<file path="src/spmm_pkg.sv">
`default_nettype none

package spmm_pkg;

  // matrix sizes
  localparam int num_rows  = 8;
  localparam int num_cols  = 8;
  localparam int num_out   = 4;
  localparam int nnz_depth = 32;
  localparam int max_nodes = 15;

  localparam int data_w     = 8;
  localparam int acc_w      = 16;
  localparam int col_w      = $clog2(num_cols);
  localparam int row_w      = $clog2(num_rows);
  localparam int len_w      = $clog2(num_cols + 1);
  localparam int nnz_addr_w = $clog2(nnz_depth);
  localparam int node_w     = $clog2(max_nodes + 1);

  // load port and pending-row FIFO
  localparam int load_w     = 32;
  localparam int fifo_depth = 4;
  localparam int fifo_ptr_w = $clog2(fifo_depth);

  typedef struct packed {
    logic [len_w-1:0]  row_len;
    logic [node_w-1:0] num_nodes;
    logic              src_flag;
  } node_info_t;

  typedef struct packed {
    logic [col_w-1:0]  col_idx;
    logic [data_w-1:0] value;
  } nz_t;

  // lane 0 sits in the top bits
  typedef struct packed {
    logic [0:num_out-1][acc_w-1:0] sum;
    logic [node_w-1:0]             num_nodes;
    logic                          src_flag;
  } wh_t;

  typedef enum logic [1:0] {
    sel_nz        = 2'd0,
    sel_node_info = 2'd1,
    sel_weight    = 2'd2
  } load_sel_t;

endpackage

`default_nettype wire

</file>
<file path="src/csr_store.sv">
`timescale 1ns/1ps
`default_nettype none

module csr_store (
  input  wire logic                               clk,
  input  wire logic                               load_en_i,
  input  wire spmm_pkg::load_sel_t                load_sel_i,
  input  wire logic [spmm_pkg::nnz_addr_w-1:0]    load_addr_i,
  input  wire logic [spmm_pkg::load_w-1:0]        load_data_i,
  input  wire logic [spmm_pkg::nnz_addr_w-1:0]    nz_addr_i,
  input  wire logic [spmm_pkg::row_w-1:0]         row_addr_i,
  output spmm_pkg::nz_t                           nz_o,
  output spmm_pkg::node_info_t                    node_info_o,
  output spmm_pkg::node_info_t                    node_info_nxt_o
);

  spmm_pkg::nz_t        nz_mem   [spmm_pkg::nnz_depth];
  spmm_pkg::node_info_t node_mem [spmm_pkg::num_rows];

  logic last_row;

  assign last_row = (row_addr_i == spmm_pkg::row_w'(spmm_pkg::num_rows - 1));

  // load port writes
  always_ff @(posedge clk) begin
    if (load_en_i && load_sel_i == spmm_pkg::sel_nz) begin
      nz_mem[load_addr_i] <= load_data_i[$bits(spmm_pkg::nz_t)-1:0];
    end
    if (load_en_i && load_sel_i == spmm_pkg::sel_node_info) begin
      node_mem[load_addr_i[spmm_pkg::row_w-1:0]] <=
        load_data_i[$bits(spmm_pkg::node_info_t)-1:0];
    end
  end

  always_ff @(posedge clk) begin
    nz_o        <= nz_mem[nz_addr_i];
    node_info_o <= node_mem[row_addr_i];
    // nothing follows the last row
    if (last_row) begin
      node_info_nxt_o <= '0;
    end else begin
      node_info_nxt_o <= node_mem[row_addr_i + 1'b1];
    end
  end

endmodule

`default_nettype wire

</file>
<file path="src/weight_store.sv">
`timescale 1ns/1ps
`default_nettype none

module weight_store (
  input  wire logic                                clk,
  input  wire logic                                load_en_i,
  input  wire spmm_pkg::load_sel_t                 load_sel_i,
  input  wire logic [spmm_pkg::nnz_addr_w-1:0]     load_addr_i,
  input  wire logic [spmm_pkg::load_w-1:0]         load_data_i,
  input  wire logic [spmm_pkg::col_w-1:0]          rd_addr_i,
  output logic [spmm_pkg::num_out-1:0][spmm_pkg::data_w-1:0] weight_row_o
);

  // one row of W per word, lane i in bits [8i+7:8i]
  logic [spmm_pkg::num_out-1:0][spmm_pkg::data_w-1:0] mem [spmm_pkg::num_cols];

  always_ff @(posedge clk) begin
    if (load_en_i && load_sel_i == spmm_pkg::sel_weight) begin
      mem[load_addr_i[spmm_pkg::col_w-1:0]] <= load_data_i;
    end
  end

  always_ff @(posedge clk) begin
    weight_row_o <= mem[rd_addr_i];
  end

endmodule

`default_nettype wire

</file>
<file path="src/node_info_fifo.sv">
`timescale 1ns/1ps
`default_nettype none

module node_info_fifo (
  input  wire logic                  clk,
  input  wire logic                  rst_n,
  input  wire logic                  push_i,
  input  wire logic                  pop_i,
  input  wire spmm_pkg::node_info_t  data_i,
  output spmm_pkg::node_info_t       data_o,
  output logic                       empty_o,
  output logic                       full_o
);

  spmm_pkg::node_info_t mem [spmm_pkg::fifo_depth];

  logic [spmm_pkg::fifo_ptr_w-1:0] wr_ptr;
  logic [spmm_pkg::fifo_ptr_w-1:0] rd_ptr;
  logic [spmm_pkg::fifo_ptr_w:0]   count;

  assign empty_o = (count == '0);
  assign full_o  = (count == (spmm_pkg::fifo_ptr_w + 1)'(spmm_pkg::fifo_depth));

  // oldest entry always visible
  assign data_o = mem[rd_ptr];

  // a pop frees the oldest slot in the same cycle
  always_ff @(posedge clk) begin
    if (push_i && (!full_o || pop_i)) begin
      mem[wr_ptr] <= data_i;
    end
  end

  always_ff @(posedge clk) begin
    if (!rst_n) begin
      wr_ptr <= '0;
      rd_ptr <= '0;
      count  <= '0;
    end else begin
      if (push_i) begin
        wr_ptr <= wr_ptr + 1'b1;
      end
      if (pop_i) begin
        rd_ptr <= rd_ptr + 1'b1;
      end
      if (push_i && !pop_i) begin
        count <= count + 1'b1;
      end else if (pop_i && !push_i) begin
        count <= count - 1'b1;
      end
    end
  end

  assert property (@(posedge clk) disable iff (!rst_n) !(push_i && full_o && !pop_i));
  assert property (@(posedge clk) disable iff (!rst_n) !(pop_i && empty_o));

endmodule

`default_nettype wire

</file>
<file path="src/sp_pe.sv">
`timescale 1ns/1ps
`default_nettype none

module sp_pe (
  input  wire logic                          clk,
  input  wire logic                          rst_n,
  input  wire logic                          mac_valid_i,
  input  wire logic                          mac_last_i,
  input  wire logic [spmm_pkg::data_w-1:0]   value_i,
  input  wire logic [spmm_pkg::data_w-1:0]   weight_i,
  output logic      [spmm_pkg::acc_w-1:0]    sum_o,
  output logic                               result_valid_o
);

  logic [spmm_pkg::acc_w-1:0] acc;
  logic [spmm_pkg::acc_w-1:0] acc_nxt;

  // wraps modulo 2^acc_w
  assign acc_nxt = acc + (spmm_pkg::acc_w'(value_i) * spmm_pkg::acc_w'(weight_i));

  always_ff @(posedge clk) begin
    if (!rst_n) begin
      acc            <= '0;
      result_valid_o <= 1'b0;
    end else begin
      result_valid_o <= mac_valid_i && mac_last_i;
      if (mac_valid_i) begin
        // next row may follow right away, so start it from zero
        if (mac_last_i) begin
          acc <= '0;
        end else begin
          acc <= acc_nxt;
        end
      end
    end
  end

  // final row total
  always_ff @(posedge clk) begin
    if (mac_valid_i && mac_last_i) begin
      sum_o <= acc_nxt;
    end
  end

  assert property (@(posedge clk) disable iff (!rst_n)
    $rose(result_valid_o) |-> $past(mac_valid_i));

endmodule

`default_nettype wire

</file>
<file path="src/spmm_core.sv">
`timescale 1ns/1ps
`default_nettype none

module spmm_core (
  input  wire logic                                clk,
  input  wire logic                                rst_n,
  input  wire logic                                start_i,
  output logic                                     busy_o,
  output logic                                     done_o,
  output logic [spmm_pkg::nnz_addr_w-1:0]          nz_addr_o,
  output logic [spmm_pkg::row_w-1:0]               row_addr_o,
  input  wire spmm_pkg::nz_t                       nz_i,
  input  wire spmm_pkg::node_info_t                node_info_i,
  input  wire spmm_pkg::node_info_t                node_info_nxt_i,
  output logic [spmm_pkg::col_w-1:0]               weight_addr_o,
  input  wire logic [spmm_pkg::num_out-1:0][spmm_pkg::data_w-1:0] weight_row_i,
  output logic                                     wh_valid_o,
  output spmm_pkg::wh_t                            wh_o,
  output logic [spmm_pkg::row_w-1:0]               wh_addr_o
);

  logic                             issuing;
  logic [spmm_pkg::nnz_addr_w-1:0]  nz_addr;
  logic [spmm_pkg::row_w-1:0]       row_idx;
  logic [spmm_pkg::row_w-1:0]       wh_addr;
  logic [spmm_pkg::len_w-1:0]       left;
  logic [spmm_pkg::len_w-1:0]       left_nxt;
  logic                             row_start;
  logic                             is_last;
  spmm_pkg::node_info_t             start_info;

  logic                             v1;
  logic                             v2;
  logic                             last1;
  logic                             last2;
  logic [spmm_pkg::data_w-1:0]      value2;

  logic [spmm_pkg::num_out-1:0]     res_valid;
  logic [spmm_pkg::acc_w-1:0]       sums [spmm_pkg::num_out];
  spmm_pkg::node_info_t             fifo_out;
  logic                             fifo_empty;

  assign nz_addr_o     = nz_addr;
  assign row_addr_o    = row_idx;
  assign wh_addr_o     = wh_addr;
  assign weight_addr_o = nz_i.col_idx;
  assign row_start     = issuing && (left == '0);
  // every lane closes its row in the same cycle
  assign wh_valid_o    = &res_valid;

  // first row from the current-row port and later rows from the look-ahead port
  assign start_info = (nz_addr == '0) ? node_info_i : node_info_nxt_i;

  always_comb begin
    if (left == '0) begin
      is_last  = (start_info.row_len == spmm_pkg::len_w'(1));
      left_nxt = start_info.row_len - 1'b1;
    end else begin
      is_last  = (left == spmm_pkg::len_w'(1));
      left_nxt = left - 1'b1;
    end
  end

  always_ff @(posedge clk) begin
    if (!rst_n) begin
      busy_o  <= 1'b0;
      done_o  <= 1'b0;
      issuing <= 1'b0;
      nz_addr <= '0;
      row_idx <= '0;
      left    <= '0;
      wh_addr <= '0;
      v1      <= 1'b0;
      v2      <= 1'b0;
    end else begin
      done_o <= 1'b0;
      v1     <= issuing;
      v2     <= v1;
      if (start_i && !busy_o) begin
        busy_o  <= 1'b1;
        issuing <= 1'b1;
        nz_addr <= '0;
        left    <= '0;
        wh_addr <= '0;
      end else begin
        if (issuing) begin
          nz_addr <= nz_addr + 1'b1;
          left    <= left_nxt;
          if (is_last) begin
            if (row_idx == spmm_pkg::row_w'(spmm_pkg::num_rows - 1)) begin
              issuing <= 1'b0;
              row_idx <= '0;
            end else begin
              row_idx <= row_idx + 1'b1;
            end
          end
        end
        if (wh_valid_o) begin
          wh_addr <= wh_addr + 1'b1;
          if (wh_addr == spmm_pkg::row_w'(spmm_pkg::num_rows - 1)) begin
            busy_o <= 1'b0;
            done_o <= 1'b1;
          end
        end
      end
    end
  end

  // line up with the weight read
  always_ff @(posedge clk) begin
    last1  <= is_last;
    last2  <= last1;
    value2 <= nz_i.value;
  end

  for (genvar i = 0; i < spmm_pkg::num_out; i++) begin : g_pe
    sp_pe u_pe (
      .clk            (clk),
      .rst_n          (rst_n),
      .mac_valid_i    (v2),
      .mac_last_i     (last2),
      .value_i        (value2),
      .weight_i       (weight_row_i[i]),
      .sum_o          (sums[i]),
      .result_valid_o (res_valid[i])
    );
  end

  node_info_fifo u_fifo (
    .clk     (clk),
    .rst_n   (rst_n),
    .push_i  (row_start),
    .pop_i   (wh_valid_o),
    .data_i  (start_info),
    .data_o  (fifo_out),
    .empty_o (fifo_empty),
    .full_o  ()
  );

  always_comb begin
    for (int i = 0; i < spmm_pkg::num_out; i++) begin
      wh_o.sum[i] = sums[i];
    end
    wh_o.num_nodes = fifo_out.num_nodes;
    wh_o.src_flag  = fifo_out.src_flag;
  end

  assert property (@(posedge clk) disable iff (!rst_n) wh_valid_o |-> !fifo_empty);

endmodule

`default_nettype wire

</file>
<file path="src/spmm_top.sv">
`timescale 1ns/1ps
`default_nettype none

module spmm_top (
  input  wire logic                              clk,
  input  wire logic                              rst_n,
  input  wire logic                              start_i,
  output logic                                   busy_o,
  output logic                                   done_o,
  input  wire logic                              load_en_i,
  input  wire spmm_pkg::load_sel_t               load_sel_i,
  input  wire logic [spmm_pkg::nnz_addr_w-1:0]   load_addr_i,
  input  wire logic [spmm_pkg::load_w-1:0]       load_data_i,
  output logic                                   wh_valid_o,
  output spmm_pkg::wh_t                          wh_o,
  output logic [spmm_pkg::row_w-1:0]             wh_addr_o
);

  logic [spmm_pkg::nnz_addr_w-1:0] nz_addr;
  logic [spmm_pkg::row_w-1:0]      row_addr;
  logic [spmm_pkg::col_w-1:0]      weight_addr;
  spmm_pkg::nz_t                   nz;
  spmm_pkg::node_info_t            node_info;
  spmm_pkg::node_info_t            node_info_nxt;
  logic [spmm_pkg::num_out-1:0][spmm_pkg::data_w-1:0] weight_row;

  csr_store u_csr (
    .clk             (clk),
    .load_en_i       (load_en_i),
    .load_sel_i      (load_sel_i),
    .load_addr_i     (load_addr_i),
    .load_data_i     (load_data_i),
    .nz_addr_i       (nz_addr),
    .row_addr_i      (row_addr),
    .nz_o            (nz),
    .node_info_o     (node_info),
    .node_info_nxt_o (node_info_nxt)
  );

  weight_store u_weight (
    .clk          (clk),
    .load_en_i    (load_en_i),
    .load_sel_i   (load_sel_i),
    .load_addr_i  (load_addr_i),
    .load_data_i  (load_data_i),
    .rd_addr_i    (weight_addr),
    .weight_row_o (weight_row)
  );

  spmm_core u_core (
    .clk             (clk),
    .rst_n           (rst_n),
    .start_i         (start_i),
    .busy_o          (busy_o),
    .done_o          (done_o),
    .nz_addr_o       (nz_addr),
    .row_addr_o      (row_addr),
    .nz_i            (nz),
    .node_info_i     (node_info),
    .node_info_nxt_i (node_info_nxt),
    .weight_addr_o   (weight_addr),
    .weight_row_i    (weight_row),
    .wh_valid_o      (wh_valid_o),
    .wh_o            (wh_o),
    .wh_addr_o       (wh_addr_o)
  );

endmodule

`default_nettype wire

</file>
<file path="config.mk">
export PLATFORM = sky130hd
export DESIGN_NAME = spmm_top
export DESIGN_NICKNAME = d
export VERILOG_FILES = /design/src/spmm_pkg.sv /design/src/csr_store.sv /design/src/weight_store.sv /design/src/node_info_fifo.sv /design/src/sp_pe.sv /design/src/spmm_core.sv /design/src/spmm_top.sv
export SDC_FILE = /design/constraint.sdc
export NUM_CORES = 2
export LEC_CHECK = 0
export BUFFER_PORTS_ARGS = -buffer_cell sky130_fd_sc_hd__buf_2
export CAP_MARGIN = 15
export CORE_ASPECT_RATIO = 0.75
export CORE_MARGIN = 2
export CORE_UTILIZATION = 45
export CTS_CLUSTER_DIAMETER = 80
export DETAILED_ROUTE_END_ITERATION = 8
export GPL_TIMING_DRIVEN = 0
export MAX_ROUTING_LAYER = met4
export PLACE_DENSITY_LB_ADDON = 0.3
export RECOVER_POWER = 25
export SYNTH_ARGS = -nofsm -noshare
export SYNTH_HDL_FRONTEND = slang
export SYNTH_SLANG_ARGS = --single-unit
</file>
<file path="constraint.sdc">
create_clock -name clk -period 10.2 [get_ports clk]
set_input_delay 0 -clock clk [delete_from_list [all_inputs] [get_ports clk]]
set_output_delay 0 -clock clk [all_outputs]
set_load 0.1 [all_outputs]
</file>
==> flow_summary.toml <==
[clock_tree]
clock-root-buffer = "clkbuf_16"
htreeDepth = 3
max-clock-path-buffers = 3
cts_resized = 0
cts_inserted_buffers = 90
cts_tree = "done"
insertion_delay_ps = 700
cts.sinks = 929
clk_pin_slew_worst_paths_ps = 70
post_cts_buffers = 0

[synthesis]
synth_nets = 3279
syn-instance-count = 2880
syn_area_per_cell_um2 = 15.4
ys_seq_elements = 929
netlist_area_um2 = 44400
yosysWarnings = 0
synth_edf_count = 764
yosysSeqAreaShare_pct = 59.1
synth_cell_type_count = 60
ys_async_sr_fraction_pct = 0
synth_flop_cell = "edfxtp_1"

[floorplan]
die_x_um = 367
coreArea_um2 = 97600
start_util_pct = 45.5
ioPinCount = 118
die_y_um = 276
die_area_um2 = 101000
rows = 99

[placement]
placed_area_um2 = 47000
io_buffers = 115
dp_hpwl_um = 73400
gp_congestion = 0.889

[finish]
syn2layout_area_growth_pct = 13.3
fin_area_um2 = 50300
nFillCells = 8011
drive_gt1_share_pct = 17.3
final_common_cell = "edfxtp_1"
regArea_um2 = 26200
nNetsFinal = 3542
multi_input_area_um2 = 16200
layout_common_cells = "edfxtp_1, inv_1, mux4_2"

[worst_setup_path]
startpoint_type = "flop"
path_class = "reg -> reg"
cp_max_fo = 10
cp_slowest_cell = "clkbuf_1"
max_stage_delay_ps = 700
worstSetupEndpointType = "flop"
crit_chain = "clkbuf_1, nand2_1, fa_1, fa_1, inv_1, fa_1, inv_1, fa_1, inv_1, ha_1, a21oi_1, o21a_1, a31oi_1, a311oi_1, xnor2_1"
required_ps = 10600
critPathTopFamily = "adder cells"
cp.arrival_ps = 5990
critical_path_buf_inv_count = 4
path_common_cell = "fa_1"

[global_routing]
track_usage_pct = 21.4
grt-ovfl-total = 0
grt_max_degree = 65
grt_pass1_vias = 25600
grt_pass1_wl_um = 158000
antenna_found_initial = 10

[timing]
finalCritPeriodShare_pct = 54.8
slew_headroom_pct = -69.3
fin_setup_tns_ps = 0
fmax_mhz = 179
rsz0062_at_grt = "false"
clock_skew_ps = 45.4
finalHoldViolations = 0
drv_slew = 295
worst_slew_pin_slew_ps = 2540
finalSetupViolCount = 0
period_minus_slack_ps = 5590

[route]
drc = 0
ant_nets = 0
vias = 24600
viasPerCell = 5.41
wl_met2_um = 46700
firstDrtPassIters = 8
wire_per_inst_um = 23.0
dr.first_iter.drc_count = 2230
dr_wl_met3_um = 9380
maxUsedRoutingLayer = "met4"
finalWirelength_um = 104000
wl_met1_um = 46000

[pwr]
p_leak_nw = 18.6
vdd_drop_max_mv = 0.149
power_density_nw_per_um2 = 213

[flow_run]
cap_violations = 6

[worst_hold_path]
min_path_type = "in -> reg"

[run_status]
status = "complete, but fails checks"
failed_checks = "capacitance limit, slew limit"
## worst register-to-register path, delay by kind of cell (launching register included)
kind / cells / cell delay [ps]
flops: 1 / 600
xor+xnor: 1 / 140
buf+inv: 4 / 850
compound gates: 4 / 1130
fa+ha+maj: 5 / 2390
simple gates: 1 / 180
## cell families after synthesis
kind of cell / Yosys count / share of synthesized area, %
flops: 929 / 59.1
buf+inv: 524 / 4.57
simple gates: 512 / 5.66
fa+ha+maj: 356 / 13.4
mux: 299 / 13.0
compound gates: 201 / 3.18
xor+xnor: 59 / 1.16
## path summary, 6_finish.rpt
kind / start / to / slack [ps] / depth (start not counted)
setup / recovery: u_core.value2[5] / u_core.g_pe[2].u_pe.sum_o[15] / 4610 / 15
hold reg to reg: u_core.last1 / u_core.last2 / 330 / 0
setup reg to reg: u_core.value2[5] / u_core.g_pe[2].u_pe.sum_o[15] / 4610 / 15
hold / removal: load_sel_i[0] / u_csr.node_mem[4][8] / 60 / 3
## flip-flops by register name, indices dropped and copies added, names as in the netlist, 2 cells and up, named ones only
register and cells:
u_core.g_pe.u_pe.sum_o 64, u_csr.nz_o 11, u_core.g_pe.u_pe.acc 64, u_core.nz_addr_o 5, u_core.row_addr_o 3, u_core.wh_addr_o 3
u_core.u_fifo.wr_ptr 2, u_core.value2 8, u_core.u_fifo.mem 20, u_core.u_fifo.rd_ptr 2, u_csr.node_info_o 9, u_csr.node_info_nxt_o 9
u_core.u_fifo.count 3, u_csr.nz_mem 352, u_weight.mem 256, u_csr.node_mem 72, u_weight.weight_row_o 32, u_core.left 4
## final cells by class
cell class | count | share of cell area, %
sequential | 929 | 52.1
multi-input combinational | 1427 | 32.3
clock buffer | 120 | 4.90
tap | 1313 | 3.26
inverter | 406 | 3.03
timing repair buffer | 171 | 2.34
clock inverter | 48 | 1.03
buffer | 118 | 1.00
antenna | 7 | 0.0348
## report_power, final
| part | internal, W | total, W | leakage [nW] | switching, W |
|---|---|---|---|---|
| sequential | 0.00430 | 0.00437 | 8.24 | 0.0000635 |
| clock | 0.00187 | 0.00334 | 1.44 | 0.00147 |
| combinational | 0.00117 | 0.00299 | 8.97 | 0.00183 |
| total | 0.00734 | 0.0107 | 18.6 | 0.00336 |
## synth_stat cells, drive strengths merged, types with 16 or more instances
| library cell | instances | area share, % |
|---|---|---|
| a21o | 22 | 0.37 |
| a21oi | 43 | 0.48 |
| a22o | 26 | 0.51 |
| and2 | 155 | 2.2 |
| buf | 42 | 0.50 |
| clkbuf | 76 | 0.64 |
| dfxtp | 165 | 7.4 |
| edfxtp | 764 | 52 |
| fa | 201 | 9.1 |
| ha | 155 | 4.4 |
| inv | 406 | 3.4 |
| mux2 | 58 | 1.5 |
| mux2i | 26 | 0.59 |
| mux4 | 215 | 11 |
| nand2 | 170 | 1.4 |
| nor2 | 113 | 0.95 |
| o21ai | 22 | 0.25 |
| xnor2 | 43 | 0.85 |
| xor2 | 16 | 0.32 |
## through the flow
step / utilization [%] / power (W) / instances / setup WS (ps) / hold WS (ps)
floorplan: - / 0.00656 / 2880 / 5800 / 98.9
global placement: 47.8 / 0.00729 / 4308 / 4460 / 254
detailed placement: 48.1 / 0.00738 / 4324 / 4670 / 276
CTS: 51.5 / 0.0107 / 4520 / 4620 / 1.77
global route: 51.6 / 0.0113 / 4538 / 4390 / 45.2
finish: 51.6 / 0.0107 / 4539 / 4610 / 56.4
## what timing repair did
action | 4_1_cts | 5_1_grt
hold buffers | 28 | 3
endpoints found under the setup margin | 0 | 0
hold endpoints to repair | 305 | 15
## per-layer routing
layer	vias up	global-route usage, %
met3	160	5.37
met2	951	31.3
met4	0	5.73
li1	10800	-
met5	-	-
met1	12600	30.0
Note: power is estimated with default switching activity, not from simulation.
